**config.mk**
```make
export PLATFORM = sky130hd
export DESIGN_NAME = rgb_to_hue_flat
export DESIGN_NICKNAME = d
export VERILOG_FILES = /design/src/verilog/camera_pkg.sv /design/src/verilog/rgb_pixel_if.sv /design/src/verilog/rgb_to_hue.sv /design/src/flat_wrapper.sv
export SDC_FILE = /design/constraint.sdc
export NUM_CORES = 1
export LEC_CHECK = 0
export BUFFER_PORTS_ARGS = -buffer_cell sky130_fd_sc_hd__buf_2
export CAP_MARGIN = 20
export CORE_MARGIN = 3
export CORE_UTILIZATION = 45
export DETAILED_ROUTE_END_ITERATION = 16
export PLACE_DENSITY_LB_ADDON = 0.05
export SLEW_MARGIN = 20
export SYNTH_ARGS = -nofsm -noshare
export SYNTH_HDL_FRONTEND = slang
export SYNTH_SLANG_ARGS = --single-unit
```
**constraint.sdc**
```tcl
create_clock -name ccd_pixel_clk -period 74.2 [get_ports ccd_pixel_clk]
set_input_delay 14.84 -clock ccd_pixel_clk [delete_from_list [all_inputs] [get_ports ccd_pixel_clk]]
set_output_delay 14.84 -clock ccd_pixel_clk [all_outputs]
set_load 0.02 [all_outputs]
```
**src/verilog/camera_pkg.sv**
```systemverilog
// Camera pixel path package with widths, buffer depth, hue constants and state types
package camera_pkg;

  // ====================
  // Data path widths
  // ====================
  localparam int raw_width         = 12;    // Bayer sample bits
  localparam int coord_width       = 12;    // Column and row counters, in_width
  localparam int max_line_width    = 1280;  // Widest line the buffer holds
  localparam int line_addr_width   = $clog2(max_line_width);
  localparam int hue_width         = 8;     // Component bits into hue, hue bits
  localparam int out_width         = 16;    // Formatted output word
  localparam int rgb555_bits       = 5;     // Kept bits per colour in RGB mode
  localparam int frame_count_width = 32;

  // ====================
  // Hue constants
  // ====================
  // One sixth of the 256-step wheel
  localparam int hue_sector_span  = 43;
  localparam int hue_green_offset = 85;     // Start of green third
  localparam int hue_blue_offset  = 171;    // Start of blue third
  localparam int hue_num_width    = 16;     // Signed span * diff, 43 * 255 max

  // Capture controller states
  typedef enum logic [1:0] {
    idle,        // Not armed
    wait_frame,  // Armed, waiting for a frame start
    capturing    // Inside an admitted frame
  } capture_state_t;

  // Which component is largest
  typedef enum logic [1:0] {
    sector_gray,
    sector_red,
    sector_green,
    sector_blue
  } hue_sector_t;

endpackage

```
**src/verilog/rgb_pixel_if.sv**
```systemverilog
// Demosaiced 12-bit RGB pixel stream
`timescale 1ns/10ps

interface rgb_pixel_if;
  import camera_pkg::*;

  logic                 valid;  // Strobe, one per Bayer quad
  logic [raw_width-1:0] red;
  logic [raw_width-1:0] green;  // Mean of the two greens
  logic [raw_width-1:0] blue;

  // One source, hue stage and formatter both sink
  modport source (output valid, red, green, blue);
  modport sink   (input  valid, red, green, blue);

endinterface

```
**src/verilog/rgb_to_hue.sv**
```systemverilog
// Three-stage hue pipeline over the upper 8 bits of each colour component
`timescale 1ns/10ps

module rgb_to_hue (
  input  logic                             ccd_pixel_clk,
  input  logic                             rst,
  rgb_pixel_if.sink                        pixels,
  output logic                             hue_valid,
  output logic [camera_pkg::hue_width-1:0] hue
);
  import camera_pkg::*;

  logic [hue_width-1:0]            r;
  logic [hue_width-1:0]            g;
  logic [hue_width-1:0]            b;
  logic [hue_width-1:0]            max_c;
  logic [hue_width-1:0]            min_c;
  logic signed [hue_width:0]       diff_c;     // Sector numerator before scaling
  hue_sector_t                     sector_c;
  logic                            valid1;
  logic                            valid2;
  hue_sector_t                     sector1;
  hue_sector_t                     sector2;
  logic [hue_width-1:0]            delta1;
  logic signed [hue_num_width-1:0] num1;
  logic signed [hue_num_width-1:0] divisor;
  logic signed [hue_num_width-1:0] quot_full;
  logic [hue_width-1:0]            quot2;
  logic [hue_width-1:0]            offset_c;

  assign r = pixels.red[raw_width-1 -: hue_width];
  assign g = pixels.green[raw_width-1 -: hue_width];
  assign b = pixels.blue[raw_width-1 -: hue_width];

  // ====================
  // Stage one
  // ====================
  always_comb begin
    // Ties favour red, then green
    if (r >= g && r >= b) begin
      sector_c = sector_red;
      max_c    = r;
      diff_c   = $signed({1'b0, g}) - $signed({1'b0, b});
    end else if (g >= b) begin
      sector_c = sector_green;
      max_c    = g;
      diff_c   = $signed({1'b0, b}) - $signed({1'b0, r});
    end else begin
      sector_c = sector_blue;
      max_c    = b;
      diff_c   = $signed({1'b0, r}) - $signed({1'b0, g});
    end
    min_c = (r <= g) ? ((r <= b) ? r : b) : ((g <= b) ? g : b);
    if (max_c == min_c) begin
      sector_c = sector_gray;  // No chroma
    end
  end

  always_ff @(posedge ccd_pixel_clk) begin
    if (rst) begin
      valid1    <= 1'b0;
      valid2    <= 1'b0;
      hue_valid <= 1'b0;
    end else begin
      valid1    <= pixels.valid;
      valid2    <= valid1;
      hue_valid <= valid2;
    end
  end

  always_ff @(posedge ccd_pixel_clk) begin
    sector1 <= sector_c;
    delta1  <= max_c - min_c;
    num1    <= (sector_c == sector_gray) ? '0 :
               hue_num_width'(diff_c * hue_sector_span);  // May be negative
  end

  // ====================
  // Stage two
  // ====================
  // Gray pixels carry delta 0, keep the divide defined
  assign divisor   = (delta1 == '0) ? hue_num_width'(1) : hue_num_width'(delta1);
  assign quot_full = num1 / divisor;  // Signed, truncates toward zero

  always_ff @(posedge ccd_pixel_clk) begin
    sector2 <= sector1;
    quot2   <= quot_full[hue_width-1:0];  // |quot| <= span fits
  end

  // ====================
  // Stage three
  // ====================
  always_comb begin
    case (sector2)
      sector_green: offset_c = hue_width'(hue_green_offset);
      sector_blue:  offset_c = hue_width'(hue_blue_offset);
      default:      offset_c = '0;  // Red and gray start at 0
    endcase
  end

  always_ff @(posedge ccd_pixel_clk) begin
    hue <= offset_c + quot2;  // Wraps modulo 256
  end

  // Fixed depth, no stalls, and the hue that lands belongs to that pixel
  a_hue_latency: assert property (@(posedge ccd_pixel_clk) disable iff (rst)
    pixels.valid |-> ##3 (hue_valid && ($past(r != g || g != b, 3) || (hue == '0))));

endmodule
```
**src/flat_wrapper.sv**
```systemverilog
// flat-port wrapper written by rule: the top's interface ports become plain ports
module rgb_to_hue_flat import camera_pkg::*;
  (ccd_pixel_clk, rst, hue_valid, hue, pixels_valid, pixels_red, pixels_green, pixels_blue);
  rgb_pixel_if pixels_i ();
  input  logic ccd_pixel_clk;
  input  logic rst;
  output logic hue_valid;
  output logic [camera_pkg::hue_width-1:0] hue;
  input wire logic [$bits(pixels_i.valid)-1:0] pixels_valid;
  input wire logic [$bits(pixels_i.red)-1:0] pixels_red;
  input wire logic [$bits(pixels_i.green)-1:0] pixels_green;
  input wire logic [$bits(pixels_i.blue)-1:0] pixels_blue;
  assign pixels_i.valid = pixels_valid;
  assign pixels_i.red = pixels_red;
  assign pixels_i.green = pixels_green;
  assign pixels_i.blue = pixels_blue;
  rgb_to_hue u_core (.ccd_pixel_clk(ccd_pixel_clk), .rst(rst), .pixels(pixels_i), .hue_valid(hue_valid), .hue(hue));
endmodule
```
Word level (Yosys, flattened, before mapping)
Index checks and enable logic that the tools add are counted.
Widths: inputs -> output; s select.
{"block": "word_totals", "reg_bits": 47, "inputBits": 39, "out_inout_bits": 9, "word_cells": 40}
{"block": "op_classes", "add_sub_neg": 5, "mul": 1, "n_div": 1, "order_cmp": 6, "eq_ne": 3, "n_mux": 12, "n_reduce_logical": 3}
{"cell": "$mux 8", "count": 6}
{"cell": "$sub 8x8->9", "count": 3}
{"cell": "$ge 8x8->1", "count": 3}
{"cell": "$le 8x8->1", "count": 3}
{"cell": "$mux 9", "count": 2}
{"cell": "$div 16x16->16", "count": 1}
{"cell": "$mul 9x7->16 const B", "count": 1}
{"cell": "$pmux 8 s2", "count": 1}
{"cell": "$add 8x8->8", "count": 1}
{"cell": "$eq 8x8->1", "count": 1}
{"cell": "$logic_not 8->1", "count": 1}
{"cell": "$sub 8x8->8", "count": 1}
{"cell": "$eq 2x2->1 const B", "count": 2}
{"cell": "$mux 2", "count": 2}
{"cell": "$logic_not 2->1", "count": 1}
{"cell": "$logic_and 1x1->1", "count": 1}
{"cell": "$mux 1", "count": 1}

Logic depth before layout (Yosys ltp)
{"block": "depth", "depth_word": 6, "depth_mapped": 158, "mapped_depth_nobuf": 148}

Worst setup path before layout
No wires, ideal clock.
{"block": "synth_path", "path_type": "flip-flop to flip-flop", "startpoint": "register u_core.delta1[5]", "endpoint": "register u_core.quot2[6]", "setup_ps": 136, "t_arrival_ps": 30751, "t_required_ps": 74064, "path_slack_ps": 43313, "stages_incl_launch_ff": 150, "n_path_buf": 9, "synth_period_minus_slack_ps": 30887, "path_cell_list": "dfxtp_1 -> nor4_1 -> a21o_1 -> inv_1 -> ha_1 -> and4b_1 -> a21o_2 -> ha_1 -> nand3b_1 -> nand2_1 -> a21oi_1 -> ha_1 -> a21oi_1 -> nand2_1 -> o21ai_0 -> a22o_1 -> ha_1 -> a21o_1 -> [114 not listed] -> clkbuf_1 -> o21ai_0 -> ha_1 -> nor2b_1 -> o21ai_0 -> nand2b_1 -> a21oi_1 -> nor2b_1 -> o21ai_0 -> nand2b_1 -> a21oi_1 -> o2111ai_1 -> nor3b_1 -> o311a_1 -> ha_1 -> nand2_1 -> o41ai_1 -> xor2_1"}
{"block": "synth_between", "elab_chain_cells": 3}
{"element": "start: declaration", "line_no": "rgb_to_hue.sv:24", "rtl": "logic [hue_width-1:0] delta1;"}
{"element": "start signal: assignment", "line_no": "rgb_to_hue.sv:73", "rtl": "delta1 <= max_c - min_c;"}
{"element": "$logic_not 8->1", "line_no": "rgb_to_hue.sv:82", "rtl": "assign divisor = (delta1 == '0) ? hue_num_width'(1) : hue_num_width'(delta1);"}
{"element": "$mux 8 (*)", "line_no": "rgb_to_hue.sv:82"}
{"element": "$div 16x16->16 (*)", "line_no": "rgb_to_hue.sv:83", "rtl": "assign quot_full = num1 / divisor;"}
{"element": "net u_core.quot_full[6]", "line_no": "rgb_to_hue.sv:27", "rtl": "logic signed [hue_num_width-1:0] quot_full;"}
{"element": "end signal: assignment", "line_no": "rgb_to_hue.sv:87", "rtl": "quot2 <= quot_full[hue_width-1:0];"}
{"element": "end: declaration", "line_no": "rgb_to_hue.sv:28", "rtl": "logic [hue_width-1:0] quot2;"}
The timed path passes the listed nets; every way through them passes the cells marked *.
A chain may end at the register's enable or synchronous reset.

Worst setup path after layout
{"block": "layout_path", "startpoint": "register u_core.delta1[7]", "endpoint": "register u_core.quot2[6]"}
The elaborated chain is that of the path after synthesis.

==> results.yml <==
status:
  status: "complete, no violations"
logic_synthesis:
  ys.flop_type: "dfxtp_1"
  synth.distinct_cells: 99
  synth_most_common_cell: "ha_1"
  synthTopCellsByArea: "ha_1 (21%), dfxtp_1 (9.2%), xnor2_1 (5.4%)"
  ys.warnings.count: 0
  netlist_instances: 1336
  synth_nets: 1568
  syn_avg_cell_area_um2: 7.641
  ys_seq_elements: 47
  synth_top_area_cell: "ha_1"
  synth_area_um2: 10210
  ys_async_sr_fraction_pct: 0
  yosysSeqAreaShare_pct: 9.217
  synth_common_cells: "ha_1 (174), inv_1 (123), nor2_1 (120)"
  synth.top_cell.area_share_pct: 21.33
  synth_edf_count: 0
floorplan:
  die-area_um2: 24530
  initial_utilization_pct: 46.35
  fp.dieH_um: 156.6
  rows: 54
  core-area_um2: 22030
  num_io_pins: 48
  fp.dieW_um: 156.6
clock_network:
  htree_num_levels: 2
  clockBufferDepth: 2
  numCtsBuffers: 5
  clkTransAtPathRegs_ns: 0.06
  clock-sinks: 47
  root_buffer: "clkbuf_16"
  holdBufCountCts: 0
  cts-resized-gates: 0
  post-cts-setup-buffers: 0
  clk_latency_ns: 0.29
  cts_tree: "done"
routing:
  drc: 0
  viasPerCell: 5.660
  drtIter0Drc: 375
  routed_wl_um: 25020
  drtAntennaViolNets: 0
  vias: 9288
  routedWlPerCell_um: 15.24
  dr.pass1.iters: 5
setup_path:
  slowest_delay_ns: 0.77
  cp.required_ns: 74.38
  worst-setup-path-type: "flop to flop"
  crit_path_frequent_cell: "o21a_1"
  start_kind: "flop"
  cp_data_arrival_time_ns: 36.82
  end_kind: "flop"
  critPathMaxFanout: 18
  crit_slowest_cell: "a21oi_1"
placement:
  placed_cells: 1633
  io_buffers: 35
  dp_hpwl_um: 21230
  place.gp.congestion: 0.8254
finish:
  layout-drive-gt1-share_pct: 9.111
  fin_cells: 1641
  area_growth_pct: 6.079
  seqCellArea_um2: 940.9
  num_antenna_cells: 0
  nets: 1592
  utilization_pct: 49.17
  multiInputGateArea_um2: 8718
  fill_cells: 2271
sta:
  fin_crit_sh_pct: 49.39
  rsz0062_at_grt: "no"
  slew_headroom_pct: 35.90
  finalCriticalPeriod_ns: 36.64
  setup_viol: 0
  hold_viol_final: 0
  fin_tns_setup_ns: 0
  hold_slack_ns: 0.3292
  drv_slew: 0
  fmax_mhz: 27.29
  worst_pin_slew_ns: 0.9562
  clock_skew_ns: 0.008532
global_route:
  grt_usage_pct: 20.80
  antenna_found_initial: 0
  grt_max_degree: 36
  first_global_vias: 8957
  grt_pass1_wl_um: 42860
  overflow: 0
job:
  cap_viol_max_count: 0
worst_hold_path:
  hold_path.class: "flop to flop"
cell usage in the layout (no fill, tap or decap), types with 6 or more instances in the layout:
cell      netlist  final
o21ai_1         8      8
inv_1         123    123
nand3_1        17     17
nor3_1         54     53
o31ai_1        25     25
nor2_1        120    120
o21a_1         42     42
o211ai_1       10     10
mux2_2         25     25
and2_1          6      6
ha_1          174    174
fa_1           19     19
a21oi_1        96     95
nor2b_1        29     28
o21bai_1       14     14
a211oi_1        9      9
a31oi_1         8      8
dfxtp_1        47     47
nand2b_1       20     20
or2_2          11     11
nand2_1        95     95
xnor2_1        63     63
xor2_1         30     30
or3_1          12     12
a21o_1         38     38
mux2i_1        18     18
nor4_1          7      7
and3_1          6      6
nand4_1        11     11
a221oi_1        8      8
buf_2           4     35
o21ai_0        64     64
metal layers:
metal	vias to the layer above	wire length [µm]	global-route usage (%)
li1	4921	-	-
met1	4248	12720	29.66
met2	101	11530	35.58
met3	18	452	0.6361
met4	0	310	3.585
met5	-	0	0
cells by family after synthesis:
kind of cell | count (synthesis) | synth area share, %
flops | 47 | 9.217
mux | 45 | 4.890
compound gates | 389 | 26.27
buf+inv | 146 | 5.491
xor+xnor | 94 | 8.138
fa+ha+maj | 193 | 25.05
simple gates | 422 | 20.95
final timing paths:
path                                                start                   endpoint  slack, ns  cells after the start
worst max-delay path             u_core.delta1[7]$_DFF_P_    u_core.quot2[6]$_DFF_P_      37.56                    141
worst min-delay path            u_core.sector1[0]$_DFF_P_  u_core.sector2[0]$_DFF_P_       0.33                      0
worst max register to register   u_core.delta1[7]$_DFF_P_    u_core.quot2[6]$_DFF_P_      37.56                    141
worst min register to register  u_core.sector1[0]$_DFF_P_  u_core.sector2[0]$_DFF_P_       0.33                      0
through the flow:
| stage | cell area (µm²) | setup WS (ns) |
|---|---|---|
| 2_1_floorplan | 10210 | 43.31 |
| 3_3_place_gp | 10680 | 38.17 |
| 3_5_place_dp | 10680 | 38.20 |
| 4_1_cts | 10830 | 37.97 |
| 5_1_grt | 10830 | 34.64 |
| 6_report | 10830 | 37.56 |
state kept, by name (all words and copies together), names as in the netlist:
register	flops
u_core.quot2	8
u_core.hue	8
u_core.delta1	8
u_core.num1	16
u_core.valid2	1
u_core.hue_valid	1
u_core.sector1	2
u_core.sector2	2
u_core.valid1	1
cell type report:
cell class	count	area share, %
clock buffers	5	1.155
clock inverters	3	0.2195
inverters	124	4.298
multi-input cells	1143	80.51
flip-flops and latches	47	8.689
well taps	280	3.235
repair buffers	39	1.895
critical path, delay by kind of cell, from the launching register on:
| kind | cells | cell delay (ns) |
|---|---|---|
| buf+inv | 4 | 0.75 |
| flops | 1 | 0.40 |
| simple gates | 39 | 10.12 |
| fa+ha+maj | 17 | 5.21 |
| mux | 8 | 3.43 |
| compound gates | 72 | 16.21 |
| xor+xnor | 1 | 0.29 |
Power is not shown: default switching activity piles up to over one toggle a cycle in this logic, so the estimate is an artifact.
