`config.mk`:
```
export PLATFORM = sky130hd
export DESIGN_NAME = ccd_capture_flat
export DESIGN_NICKNAME = d
export VERILOG_FILES = /design/src/verilog/camera_pkg.sv /design/src/verilog/ccd_sample_if.sv /design/src/verilog/ccd_capture.sv /design/src/flat_wrapper.sv
export SDC_FILE = /design/constraint.sdc
export NUM_CORES = 1
export LEC_CHECK = 0
export BUFFER_PORTS_ARGS = -buffer_cell sky130_fd_sc_hd__buf_2
export CAP_MARGIN = 20
export CORE_ASPECT_RATIO = 0.5
export CORE_MARGIN = 1.5
export CORE_UTILIZATION = 50
export CTS_CLUSTER_DIAMETER = 50
export DETAILED_ROUTE_END_ITERATION = 12
export PLACE_DENSITY = 0.8
export SETUP_SLACK_MARGIN = 0.05
export SYNTH_ARGS = -nofsm -noshare
export SYNTH_HDL_FRONTEND = slang
export SYNTH_SLANG_ARGS = --single-unit
```
`constraint.sdc`:
```
create_clock -name ccd_pixel_clk -period 3.2 [get_ports ccd_pixel_clk]
set_input_delay 0.16 -clock ccd_pixel_clk [delete_from_list [all_inputs] [get_ports ccd_pixel_clk]]
set_output_delay 0.16 -clock ccd_pixel_clk [all_outputs]
set_load 0.005 [all_outputs]
```
`src/verilog/camera_pkg.sv`:
```
// Camera pixel path package with widths, buffer depth, hue constants and state types
package camera_pkg;

  // ====================
  // Data path widths
  // ====================
  localparam int raw_width         = 12;    // Bayer sample bits
  localparam int coord_width       = 12;    // Column and row counters, in_width
  localparam int max_line_width    = 1280;  // Widest line the buffer holds
  localparam int line_addr_width   = $clog2(max_line_width);
  localparam int hue_width         = 8;     // Component bits into hue, hue bits
  localparam int out_width         = 16;    // Formatted output word
  localparam int rgb555_bits       = 5;     // Kept bits per colour in RGB mode
  localparam int frame_count_width = 32;

  // ====================
  // Hue constants
  // ====================
  // One sixth of the 256-step wheel
  localparam int hue_sector_span  = 43;
  localparam int hue_green_offset = 85;     // Start of green third
  localparam int hue_blue_offset  = 171;    // Start of blue third
  localparam int hue_num_width    = 16;     // Signed span * diff, 43 * 255 max

  // Capture controller states
  typedef enum logic [1:0] {
    idle,        // Not armed
    wait_frame,  // Armed, waiting for a frame start
    capturing    // Inside an admitted frame
  } capture_state_t;

  // Which component is largest
  typedef enum logic [1:0] {
    sector_gray,
    sector_red,
    sector_green,
    sector_blue
  } hue_sector_t;

endpackage

```
`src/verilog/ccd_sample_if.sv`:
```
// Captured Bayer sample stream with column and row coordinates
`timescale 1ns/10ps

interface ccd_sample_if;
  import camera_pkg::*;

  logic                   valid;  // One-cycle strobe per sample
  logic [raw_width-1:0]   data;   // Raw Bayer value
  logic [coord_width-1:0] x;      // Column within the line
  logic [coord_width-1:0] y;      // Row within the frame

  // Capture drives, demosaic listens
  modport source (output valid, data, x, y);
  modport sink   (input  valid, data, x, y);

endinterface

```
`src/verilog/ccd_capture.sv`:
```
// Sensor pin registers and whole-frame capture control with pixel and frame counters
`timescale 1ns/10ps

module ccd_capture (
  input  logic                                     ccd_pixel_clk,
  input  logic                                     rst,
  input  logic [camera_pkg::raw_width-1:0]         ccd_data,
  input  logic                                     ccd_fval,
  input  logic                                     ccd_lval,
  input  logic                                     start,
  input  logic [camera_pkg::coord_width-1:0]       in_width,
  ccd_sample_if.source                             samples,
  output logic [camera_pkg::frame_count_width-1:0] frame_count
);
  import camera_pkg::*;

  logic [raw_width-1:0]   data_q;
  logic [raw_width-1:0]   data_q2;
  logic                   fval_q;
  logic                   fval_q2;
  logic                   lval_q;
  logic                   lval_q2;
  capture_state_t         state;
  logic [coord_width-1:0] x_cnt;
  logic [coord_width-1:0] y_cnt;
  logic                   frame_rise;
  logic                   frame_fall;
  logic                   sample_hit;
  logic                   line_end;

  // ====================
  // Pin registers
  // ====================
  always_ff @(posedge ccd_pixel_clk) begin
    data_q  <= ccd_data;  // Stage one at the pins
    data_q2 <= data_q;    // Aligned with the edge detect
  end

  always_ff @(posedge ccd_pixel_clk) begin
    if (rst) begin
      fval_q  <= 1'b0;
      fval_q2 <= 1'b0;
      lval_q  <= 1'b0;
      lval_q2 <= 1'b0;
    end else begin
      fval_q  <= ccd_fval;
      fval_q2 <= fval_q;
      lval_q  <= ccd_lval;
      lval_q2 <= lval_q;
    end
  end

  assign frame_rise = fval_q & ~fval_q2;
  assign frame_fall = ~fval_q & fval_q2;
  assign sample_hit = (state == capturing) & fval_q2 & lval_q2;
  assign line_end   = (x_cnt == in_width - 1'b1);  // Last column of the line

  // ====================
  // Frame controller
  // ====================
  always_ff @(posedge ccd_pixel_clk) begin
    if (rst) begin
      state       <= idle;
      frame_count <= '0;
    end else begin
      case (state)
        idle: begin
          if (start) begin
            state <= wait_frame;
          end
        end
        wait_frame: begin
          // Only a fresh frame start is admitted
          if (frame_rise) begin
            state       <= capturing;
            frame_count <= frame_count + 1'b1;
          end
        end
        capturing: begin
          if (frame_fall) begin
            state <= start ? wait_frame : idle;  // Frame always finishes
          end
        end
        default: state <= idle;
      endcase
    end
  end

  // Column and row counters
  always_ff @(posedge ccd_pixel_clk) begin
    if (rst || frame_rise) begin
      x_cnt <= '0;
      y_cnt <= '0;
    end else if (sample_hit) begin
      if (line_end) begin
        x_cnt <= '0;
        y_cnt <= y_cnt + 1'b1;
      end else begin
        x_cnt <= x_cnt + 1'b1;
      end
    end
  end

  // Sample strobe out
  always_ff @(posedge ccd_pixel_clk) begin
    if (rst) begin
      samples.valid <= 1'b0;
    end else begin
      samples.valid <= sample_hit;
    end
  end

  always_ff @(posedge ccd_pixel_clk) begin
    samples.data <= data_q2;
    samples.x    <= x_cnt;
    samples.y    <= y_cnt;
  end

  // Every captured sample needs a width the demosaic buffer can hold in whole quads
  a_width_legal: assert property (@(posedge ccd_pixel_clk) disable iff (rst)
    sample_hit |-> (in_width != '0) && !in_width[0] && (in_width <= max_line_width));

endmodule

```
`src/flat_wrapper.sv`:
```
// flat-port wrapper written by rule: the top's interface ports become plain ports
module ccd_capture_flat import camera_pkg::*;
  (ccd_pixel_clk, rst, ccd_data, ccd_fval, ccd_lval, start, in_width, frame_count, samples_valid, samples_data, samples_x, samples_y);
  ccd_sample_if samples_i ();
  input  logic ccd_pixel_clk;
  input  logic rst;
  input  logic [camera_pkg::raw_width-1:0] ccd_data;
  input  logic ccd_fval;
  input  logic ccd_lval;
  input  logic start;
  input  logic [camera_pkg::coord_width-1:0] in_width;
  output logic [camera_pkg::frame_count_width-1:0] frame_count;
  output wire logic [$bits(samples_i.valid)-1:0] samples_valid;
  output wire logic [$bits(samples_i.data)-1:0] samples_data;
  output wire logic [$bits(samples_i.x)-1:0] samples_x;
  output wire logic [$bits(samples_i.y)-1:0] samples_y;
  assign samples_valid = samples_i.valid;
  assign samples_data = samples_i.data;
  assign samples_x = samples_i.x;
  assign samples_y = samples_i.y;
  ccd_capture u_core (.ccd_pixel_clk(ccd_pixel_clk), .rst(rst), .ccd_data(ccd_data), .ccd_fval(ccd_fval), .ccd_lval(ccd_lval), .start(start), .in_width(in_width), .samples(samples_i), .frame_count(frame_count));
endmodule
```
Word level (Yosys, flattened, before mapping)
Index checks and enable logic that the tools add are counted.

cells by class
  multiplexer cells = 6
  reduce and logical (&&, ||, !) cells = 5
  equal/unequal tests = 6
  bitwise logic cells = 6
  add/subtract/negate cells = 4

operators by type and width
  kind                     count
  $add A32 B1 Y32 const B  1
  $add A12 B1 Y12 const B  2
  $eq A12 B12 Y1           1
  $mux W12                 1
  $sub A12 B1 Y12 const B  1
  $mux W2                  3
  $pmux W2 S3              1
  $and A1 B1 Y1            4
  $ne A2 B1 Y1 const B     2
  $reduce_and A2 Y1        2
  $reduce_and A3 Y1        1
  $eq A2 B1 Y1 const B     1
  $eq A2 B2 Y1 const B     1
  $logic_not A2 Y1         1
  $ne A2 B2 Y1 const B     1
  $not A1 Y1               2
  $logic_or A1 B1 Y1       1
  $mux W1                  1

word-level totals
  flip-flop bits (word level) = 123
  input bits = 29
  word-level logic and storage cells = 41

Depth between registers and ports, before layout
Gate-level depths: netlist of run 1.

  depth after elaboration = 4
  mapped depth = 10

Least setup slack after synthesis of run 1
Ideal clock, no wire load.

  path kind = input to register
  start = in in_width[0] (netlist bit)
  end = reg u_core.y_cnt[0]
  stages = 9
  library setup time = 72 ps
  arrival = 2439 ps
  path slack = 689 ps
  required time = 3128 ps
  cell sequence = inv_1 ha_1 buf_4 or4b_4 or4_4 a211oi_2 nor3_2 nor4_4 mux2i_1

between the ends
  word-level cells in the longest chain between the ends = 3

RTL lines
  item                         line                source
  start: declaration           flat_wrapper.sv:11  input logic [camera_pkg::coord_width-1:0] in_width;
  $sub A12 B1 Y12              ccd_capture.sv:56   assign line_end = (x_cnt == in_width - 1'b1);
  $eq A12 B12 Y1               ccd_capture.sv:56
  $reduce_and A2 Y1 (no line)  n/a
  end signal: assignment       ccd_capture.sv:97   y_cnt <= y_cnt + 1'b1;
  end: declaration             ccd_capture.sv:25   logic [coord_width-1:0] y_cnt;

Every way passes these cells.
A chain may end at the register's enable or synchronous reset.

Final worst setup path of run 1
  start = reg u_core.x_cnt[9]
  end = reg u_core.y_cnt[7]

between the ends
  word-level cells in the longest chain between the ends = 2

RTL lines
  item                         line               source
  start: declaration           ccd_capture.sv:24  logic [coord_width-1:0] x_cnt;
  start signal: assignment     ccd_capture.sv:99  x_cnt <= x_cnt + 1'b1;
  $eq A12 B12 Y1               ccd_capture.sv:56
  $reduce_and A2 Y1 (no line)  n/a

Every way passes these cells.

==> results of run 1 <==
-- worst paths after layout --
kind	startpoint	endpoint	slack [ns]	cells after the start
worst max-delay path	u_core.x_cnt[9]	u_core.y_cnt[7]	0.65	7
worst min-delay path	start	u_core.state[0]	0.11	4
worst max register to register	u_core.x_cnt[9]	u_core.y_cnt[7]	0.65	7
worst min register to register	u_core.data_q2[4]	u_core.samples.data[4]	0.33	0
-- final cells by class --
class,instances,share of cell area (%)
Sequential cell,123,41.9
Multi-Input combinational cell,308,33.6
Timing Repair Buffer,120,11.8
Clock buffer,18,7.47
Tap cell,117,2.49
Clock inverter,14,2.28
Inverter,7,0.447
-- metal layers --
metal | vias up | wire length (um) | track usage [%]
met5 | - | 0 | 0
met1 | 1698 | 4390 | 26.4
met2 | 84 | 4480 | 33.2
met3 | 13 | 426 | 6.83
met4 | 0 | 146 | 8.33
li1 | 1835 | - | -
-- through the flow --
stage / power (mW) / instance area (um^2) / util [%] / hold WS, ns / worst slack, ns
floorplan: 1.66 / 4540 / - / 0.188 / 0.689
global placement: 1.71 / 5170 / 58.9 / 0.262 / 0.562
detailed placement: 1.71 / 5170 / 58.9 / 0.264 / 0.494
CTS: 3.54 / 5880 / 67.1 / 0.107 / 0.693
finish: 3.51 / 5880 / 67.1 / 0.113 / 0.655
global route: 3.64 / 5880 / 67.1 / 0.139 / 0.412
-- layout by cell type (no fill, tap or decap), types with 10 or more instances in the layout --
master,count
xor2_1,27
buf_2,97
clkbuf_16,17
nand2_1,37
mux2i_1,15
dlygate4sd3_1,14
nand3_1,20
dfxtp_1,123
a21oi_1,11
nor4_1,11
nor2_1,45
nand2b_1,14
nand4_1,10
xnor2_1,18
nor3_1,16
-- synth_stat cells (all sizes together) (2+ instances only) --
library cell,number
nand4b,2
nor4b,2
o31ai,3
a31oi,2
nor3,17
nor2b,9
nand2b,14
nor4,12
xnor2,18
inv,7
clkbuf,11
xor2,27
mux2i,15
or3,5
nor2,45
and2,6
a21oi,11
nand2,37
and3,9
o32ai,3
a2111oi,2
buf,6
or4,3
and4,6
nand4,11
and3b,2
nand3,20
o21ai,5
o211ai,2
or2,2
nor4bb,2
dfxtp,123
ha,4
-- worst register-to-register path, stage by stage, from the launching register on --
cell and delay (ns):
dfxtp_1 0.44, xnor2_1 0.17, a21o_1 0.21, a2111oi_0 0.54, nand4_2 0.24, buf_4 0.24, nor4b_1 0.42, mux2i_1 0.22
-- power groups by stage --
stage	combinational, mW	clock [mW]	sequential [mW]
2_1_floorplan	0.0611	0	1.60
3_3_place_gp	0.105	0	1.60
3_5_place_dp	0.106	0	1.60
4_1_cts	0.120	1.84	1.57
5_1_grt	0.132	1.93	1.57
6_report	0.121	1.82	1.57
-- what timing repair did --
action	4_1_cts	5_1_grt
endpoints found under the hold margin	14	0
gates resized for setup	0	0
hold buffers	14	0
-- sequential cells by signal, summed over array words and instances, names as in the netlist --
| name | flops |
|---|---|
| u_core.frame_count | 32 |
| u_core.y_cnt | 12 |
| u_core.samples.y | 12 |
| u_core.lval_q2 | 1 |
| u_core.samples.x | 12 |
| u_core.samples.data | 12 |
| u_core.lval_q | 1 |
| u_core.data_q | 12 |
| u_core.fval_q2 | 1 |
| u_core.samples.valid | 1 |
| u_core.state | 2 |
| u_core.x_cnt | 12 |
| u_core.fval_q | 1 |
| u_core.data_q2 | 12 |
-- cells by family after synthesis --
logic type	after synthesis	share of synthesized area (%)
XOR/XNOR	45	8.67
adder cells (fa/ha/maj)	4	1.10
flip-flops	123	54.2
AO/OA/AOI/OAI	37	5.67
multiplexers	15	3.30
buffers and inverters	24	2.29
AND/OR/NAND/NOR	207	24.8
==> impl_metrics.env, run 1 <==
export IMPL_cp_num_buf_inv=1
export IMPL_p_sw_mw=0.790
export IMPL_first_pass_iters=4
export IMPL_critPathTopFamily="compound AO/OA/AOI/OAI gates"
export IMPL_drc_errors=0
export IMPL_cp_max_fo=15
export IMPL_fin_nets=610
export IMPL_finalSetupTns_ns=0
export IMPL_max_freq_mhz=393
export IMPL_seqPwrFrac_pct=44.7
export IMPL_dieArea_mm2=0.00970
export IMPL_leakage_nw=2.48
export IMPL_vias=3630
export IMPL_coreArea_mm2=0.00877
export IMPL_clkTransAtPathRegs_ns=0.06
export IMPL_cts_max_level=4
export IMPL_synth_cell_area_mm2=0.00454
export IMPL_ys_types=53
export IMPL_syn_nets=488
export IMPL_setup_viol=0
export IMPL_ys_ff_latch=123
export IMPL_ff_latch_area_mm2=0.00246
export IMPL_hold_violations=0
export IMPL_grt_pass1_vias=3427
export IMPL_p_clk_share_pct=51.8
export IMPL_max_slew_margin_pct=49.9
export IMPL_die_y_um=70.4
export IMPL_synthTopCellsByArea="dfxtp_1 (54%), xor2_1 (5.2%), nor2_1 (3.7%)"
export IMPL_endpoint_kind="flip-flop"
export IMPL_synth_async_sr_flop_share_pct=0
export IMPL_synth_top_area_share_pct=54.2
export IMPL_grt_overflow_total=0
export IMPL_cts_max_path_buffers=2
export IMPL_p_comb_share_pct=3.4
export IMPL_tritoncts="yes"
export IMPL_grt_use_total_pct=20.9
export IMPL_antenna_found_initial=0
export IMPL_port_buffers=97
export IMPL_ant_nets=0
export IMPL_initial_utilization_pct=51.8
export IMPL_ir_worst_vdd_mv=0.399
export IMPL_path_cells="xnor2_1 -> a21o_1 -> a2111oi_0 -> nand4_2 -> buf_4 -> nor4b_1 -> mux2i_1"
export IMPL_cts_sinks=123
export IMPL_io_pins=98
export IMPL_layout_drive_gt1_share_pct=25.1
export IMPL_post_cts_buffers=0
export IMPL_slew_viol_final=0
export IMPL_hold_path_class="primary input to flip-flop"
export IMPL_grt_max_degree=41
export IMPL_vias_per_cell=5.13
export IMPL_cpMaxStageDelayCell="a2111oi_0"
export IMPL_die_w_um=138
export IMPL_rows=24
export IMPL_dp_hpwl_um=6320
export IMPL_powerDensity_mw_per_mm2=597
export IMPL_stdcell_count=707
export IMPL_yosysTopAreaCell="dfxtp_1"
export IMPL_drt_iter0_drc=219
export IMPL_critPathKind="flip-flop to flip-flop"
export IMPL_syn_inst=455
export IMPL_drt_total_wl_um=9440
export IMPL_finalCritPeriodShare_pct=79.5
export IMPL_fin_crit_ns=2.55
export IMPL_p_int_mw=2.72
export IMPL_sw_frac_of_total_pct=22.5
export IMPL_drv_cap=0
export IMPL_place_congestion=0.833
export IMPL_yosysWarnings=0
export IMPL_clk_latency_ns=0.41
export IMPL_antenna_cells=0
export IMPL_status="complete, no violations"
export IMPL_synth_edf_count=0
export IMPL_numCtsBuffers=17
export IMPL_grt_pass1_wl_um=15900
export IMPL_areaGrowthSynthToFinish_pct=29.4
export IMPL_dp_cells=661
export IMPL_critPathLaunchType="flip-flop"
export IMPL_multi_input_area_mm2=0.00198
export IMPL_ys_seq_area_share_pct=54.2
export IMPL_required_ns=3.53
export IMPL_cp_arrival_ns=2.88
export IMPL_root_buffer="clkbuf_16"
export IMPL_rsz0062_at_grt="false"
export IMPL_max_stage_delay_ns=0.54
export IMPL_avgSynthCellArea_um2=9.99
export IMPL_yosys_most_used_dff="dfxtp_1"
export IMPL_fin_skew_ns=0.0121
export IMPL_fillers=695
export IMPL_worst_pin_slew_ns=0.747
export IMPL_wl_per_cell_um=13.4
(Power assumes the default switching activity.)
==> inputs of run 2 (changes only) <==
Clock period 3.2 ns to 2.55 ns, I/O delays scaled along.
==> impl_metrics.env, run 2 (synthesis results as in run 1) <==
export IMPL_clk_latency_ns=0.40
export IMPL_hold_path_class="primary input to flip-flop"
export IMPL_layout_drive_gt1_share_pct=27.0
export IMPL_required_ns=2.83
export IMPL_fin_skew_ns=0.00715
export IMPL_largest_reg_flops=32
export IMPL_areaGrowthSynthToFinish_pct=33.0
export IMPL_first_pass_iters=4
export IMPL_cts_max_level=4
export IMPL_grt_max_degree=39
export IMPL_finalCritPeriodShare_pct=93.4
export IMPL_initial_utilization_pct=51.8
export IMPL_worst_pin_slew_ns=0.729
export IMPL_fillers=684
export IMPL_critPathLaunchType="flip-flop"
export IMPL_endpoint_kind="flip-flop"
export IMPL_cts_max_path_buffers=2
export IMPL_drt_total_wl_um=10000
export IMPL_antenna_cells=0
export IMPL_grt_pass1_vias=3594
export IMPL_place_congestion=0.837
export IMPL_final_cell_mix="dfxtp_1 (123), buf_2 (97), nor2_1 (45), nand2_1 (37), xor2_1 (27)"
export IMPL_cp_max_fo=5
export IMPL_powerDensity_mw_per_mm2=760
export IMPL_fin_util_pct=68.9
export IMPL_hold_violations=0
export IMPL_cts_sinks=123
export IMPL_dp_hpwl_um=6450
export IMPL_rsz0062_at_grt="true"
export IMPL_status="complete, no violations"
export IMPL_root_buffer="clkbuf_16"
export IMPL_stdcell_count=720
export IMPL_ff2ff_setup_slack_ns=0.17
export IMPL_finalSetupTns_ns=0
export IMPL_drt_iter0_drc=293
export IMPL_cp_arrival_ns=2.66
export IMPL_die_w_um=138
export IMPL_setup_viol=0
export IMPL_max_slew_margin_pct=51.0
export IMPL_grt_overflow_total=0
export IMPL_fin_nets=623
export IMPL_clkTransAtPathRegs_ns=0.05
export IMPL_worst_hold_slack_ns=0.104
export IMPL_io_pins=98
export IMPL_mostFrequentLayoutCell="dfxtp_1"
export IMPL_port_buffers=97
export IMPL_fin_crit_ns=2.38
export IMPL_largest_register="u_core.frame_count"
export IMPL_vias_per_cell=5.17
export IMPL_slew_viol_final=0
export IMPL_leakage_nw=2.58
export IMPL_rows=24
export IMPL_critPathKind="flip-flop to flip-flop"
export IMPL_coreArea_mm2=0.00877
export IMPL_grt_use_total_pct=22.0
export IMPL_numCtsBuffers=17
export IMPL_max_freq_mhz=420
export IMPL_drv_cap=0
export IMPL_vias=3721
export IMPL_ant_nets=0
export IMPL_antenna_found_initial=0
export IMPL_dp_cells=674
export IMPL_die_y_um=70.4
export IMPL_p_total_mw=4.59
export IMPL_tritoncts="yes"
export IMPL_grt_pass1_wl_um=16600
export IMPL_dieArea_mm2=0.00970
export IMPL_drc_errors=0
export IMPL_ir_worst_vdd_mv=0.558
export IMPL_wl_per_cell_um=13.9
run 2: cell count changes in the layout (fill, tap and decap cells not counted), sizes merged:
cell and change:
clkinv +2, inv -1, buf +13, clkinvlp -3
bufinv +2
run 2: power by group:
part	switching, mW	internal [mW]	leakage [nW]
Clock	0.900	1.56	0.298
Sequential	0.0124	1.96	1.01
Combinational	0.0866	0.0770	1.28
Total	0.999	3.59	2.58
run 2: routing by layer:
metal / GRT usage (%) / routed length (um) / vias up
li1: - / - / 1866
met5: 0 / 0 / -
met3: 6.25 / 513 / 14
met1: 27.3 / 4490 / 1748
met4: 7.18 / 105 / 0
met2: 36.8 / 4910 / 93
run 2: area by class of cell:
type | count | area (um^2) | area share (%)
clock buffer | 18 | 429 | 7.10
clock inverter | 14 | 184 | 3.04
inverter | 7 | 26.3 | 0.435
multi-input combinational | 308 | 2010 | 33.2
sequential | 123 | 2460 | 40.7
tap | 117 | 146 | 2.42
timing repair buffer | 133 | 791 | 13.1
run 2: metrics by stage:
stage | instance area (um^2) | setup slack, ns
after floorplan | 4540 | 0.0713
after global placement | 5260 | 0.0104
after detailed placement | 5260 | -0.0239
after CTS | 6020 | 0.0804
after global routing | 6050 | -0.00848
final | 6050 | 0.168
run 2: timing repair:
item,in CTS,in global routing
setup endpoints to repair,0,15
hold buffers,14,0
hold endpoints to repair,14,0
setup buffers,0,0
resized for setup,0,6
run 2: worst paths after layout:
path / from / endpoint / cells past startpoint
setup / recovery: u_core.x_cnt[11] / u_core.y_cnt[8] / 6
hold / removal: start / u_core.state[0] / 4
setup reg to reg: u_core.x_cnt[11] / u_core.y_cnt[8] / 6
hold reg to reg: u_core.data_q[1] / u_core.data_q2[1] / 0
run 2: worst max-delay path, stage by stage, from the launching register on:
cell and delay (ns):
dfxtp_1 0.38, xor2_1 0.49, mux2i_1 0.27, a21oi_1 0.15
o31ai_1 0.66, nor4_1 0.14, mux2i_1 0.15
==> inputs of run 3 (changes only) <==
Clock period 2.55 ns to 2.2 ns, I/O delays scaled along.
==> impl_metrics.env, run 3 (synthesis results as in run 1) <==
export IMPL_antenna_found_initial=0
export IMPL_top_layer_used="met4"
export IMPL_path_cells="buf_12 -> inv_12 -> ha_4 -> or4b_4 -> or4_4 -> a211oi_4 -> buf_4 -> nor3_4 -> buf_6 -> o31ai_4 -> a21oi_2"
export IMPL_initial_utilization_pct=51.8
export IMPL_finalCritPeriodShare_pct=99.2
export IMPL_fin_nets=657
export IMPL_cts_sinks=123
export IMPL_cpMaxStageDelayCell="or4_4"
export IMPL_largest_register="u_core.frame_count"
export IMPL_worst_pin_slew_ns=0.647
export IMPL_setup_viol=0
export IMPL_slew_viol_final=0
export IMPL_drt_iter0_drc=267
export IMPL_vias=3980
export IMPL_die_w_um=138
export IMPL_final_cell_mix="dfxtp_1 (120), buf_2 (95), buf_4 (50), nor2_1 (45), nand2_1 (37)"
export IMPL_io_pins=98
export IMPL_fin_util_pct=75.9
export IMPL_grt_pass1_wl_um=17500
export IMPL_largest_reg_flops=32
export IMPL_die_y_um=70.4
export IMPL_met3_length_um=629
export IMPL_ff2ff_setup_slack_ns=0.06
export IMPL_fin_crit_ns=2.18
export IMPL_dr_wl_met2_um=5570
export IMPL_status="complete, no violations"
export IMPL_grt_max_degree=39
export IMPL_whs_path_depth=4
export IMPL_hold_path_class="primary input to flip-flop"
export IMPL_layout_drive_gt1_share_pct=35.5
export IMPL_ant_nets=0
export IMPL_rsz0062_at_grt="true"
export IMPL_grt_overflow_total=0
export IMPL_tritoncts="yes"
export IMPL_drt_total_wl_um=11200
export IMPL_port_buffers=97
export IMPL_dp_hpwl_um=6790
export IMPL_cts_max_path_buffers=2
export IMPL_critPathLaunchType="primary input"
export IMPL_clk_latency_ns=0.41
export IMPL_first_pass_iters=5
export IMPL_drv_cap=0
export IMPL_critPathKind="primary input to flip-flop"
export IMPL_max_slew_margin_pct=56.9
export IMPL_rows=24
export IMPL_vias_per_cell=5.28
export IMPL_grt_use_total_pct=23.3
export IMPL_ir_worst_vdd_mv=0.615
export IMPL_grt_pass1_vias=3673
export IMPL_cts_max_level=4
export IMPL_dieArea_mm2=0.00970
export IMPL_stdcell_count=754
export IMPL_mostFrequentLayoutCell="dfxtp_1"
export IMPL_max_stage_delay_ns=0.55
export IMPL_antenna_cells=0
export IMPL_cp_arrival_ns=2.45
export IMPL_numCtsBuffers=17
export IMPL_drc_errors=0
export IMPL_fin_skew_ns=0.00760
export IMPL_required_ns=2.47
export IMPL_coreArea_mm2=0.00877
export IMPL_reg2reg_depth=9
export IMPL_dp_cells=701
export IMPL_leakage_nw=2.81
export IMPL_place_congestion=0.838
export IMPL_root_buffer="clkbuf_16"
export IMPL_powerDensity_mw_per_mm2=802
export IMPL_clkTransAtPathRegs_ns=0.06
export IMPL_wl_per_cell_um=14.9
export IMPL_cp_max_fo=7
export IMPL_max_freq_mhz=458
export IMPL_hold_violations=0
export IMPL_drt_met1_wl_um=4770
export IMPL_endpoint_kind="flip-flop"
export IMPL_areaGrowthSynthToFinish_pct=46.5
==> run 3: cell count changes in the layout (fill, tap and decap cells not counted), moves of 3 or more <==
cell | previous run | this run
buf_4 | 22 | 50
nor4_1 | 10 | 3
buf_6 | 0 | 5
nor4_4 | 1 | 5
clkinv_4 | 4 | 1
dfxtp_1 | 123 | 120
dfxtp_2 | 0 | 3
inv_8 | 1 | 4
nor4_2 | 1 | 4
o31ai_1 | 3 | 0
o31ai_4 | 0 | 3
o32ai_1 | 3 | 0
==> run 3: stage by stage <==
| step | worst slack, ns | hold WS (ns) | power [mW] | area (um^2) | setup TNS, ns |
|---|---|---|---|---|---|
| floorplan | -0.204 | 0.138 | 2.43 | 4670 | -3.02 |
| global placement | -0.341 | 0.212 | 2.52 | 5590 | -6.86 |
| detailed placement | -0.399 | 0.214 | 2.53 | 5590 | -7.86 |
| CTS | 0.0471 | 0.0420 | 5.35 | 6400 | 0 |
| global route | -0.0821 | 0.0862 | 5.52 | 6660 | -1.03 |
| finish | 0.0176 | 0.0557 | 5.34 | 6660 | 0 |
==> run 3: critical path: cells and delay by family <==
family	cells	cell delay, ns
simple gates	3	1.11
compound gates	3	0.61
buf+inv	4	0.51
fa+ha+maj	1	0.11
==> run 3: where the power goes <==
| part | total [mW] | internal (mW) | switching (mW) |
|---|---|---|---|
| sequential | 2.28 | 2.27 | 0.0140 |
| combinational | 0.262 | 0.127 | 0.135 |
| clock | 2.79 | 1.62 | 1.17 |
| total | 5.34 | 4.01 | 1.32 |
==> run 3: layer usage <==
layer  track usage (%)  vias to the layer above
li1                  -                     1932
met1              29.3                     1854
met2              37.9                      162
met3              6.90                       32
met4              8.68                        0
met5                 0                        -
==> run 3: worst paths after layout <==
| check | startpoint | endpoint |
|---|---|---|
| max | in_width[0] | u_core.x_cnt[0] |
| min | start | u_core.state[0] |
| min reg2reg | u_core.data_q[7] | u_core.data_q2[7] |
| max reg2reg | u_core.x_cnt[9] | u_core.x_cnt[0] |
==> run 3: final cells by class <==
| type | instances | area [um^2] |
|---|---|---|
| Tap cell | 117 | 146 |
| Clock buffer | 17 | 425 |
| Sequential cell | 123 | 2470 |
| Inverter | 7 | 43.8 |
| Clock inverter | 15 | 174 |
| Multi-Input combinational cell | 309 | 2320 |
| Fill cell | 580 | 2110 |
| Timing Repair Buffer | 166 | 1080 |
==> run 3: repair_timing <==
item / CTS / global route
setup endpoints to repair: 24 / 24
hold buffers: 14 / 0
pin swaps: 3 / 18
resized for setup: 9 / 39
gates cloned: 1 / 0
hold endpoints to repair: 14 / 0
setup buffers: 1 / 5
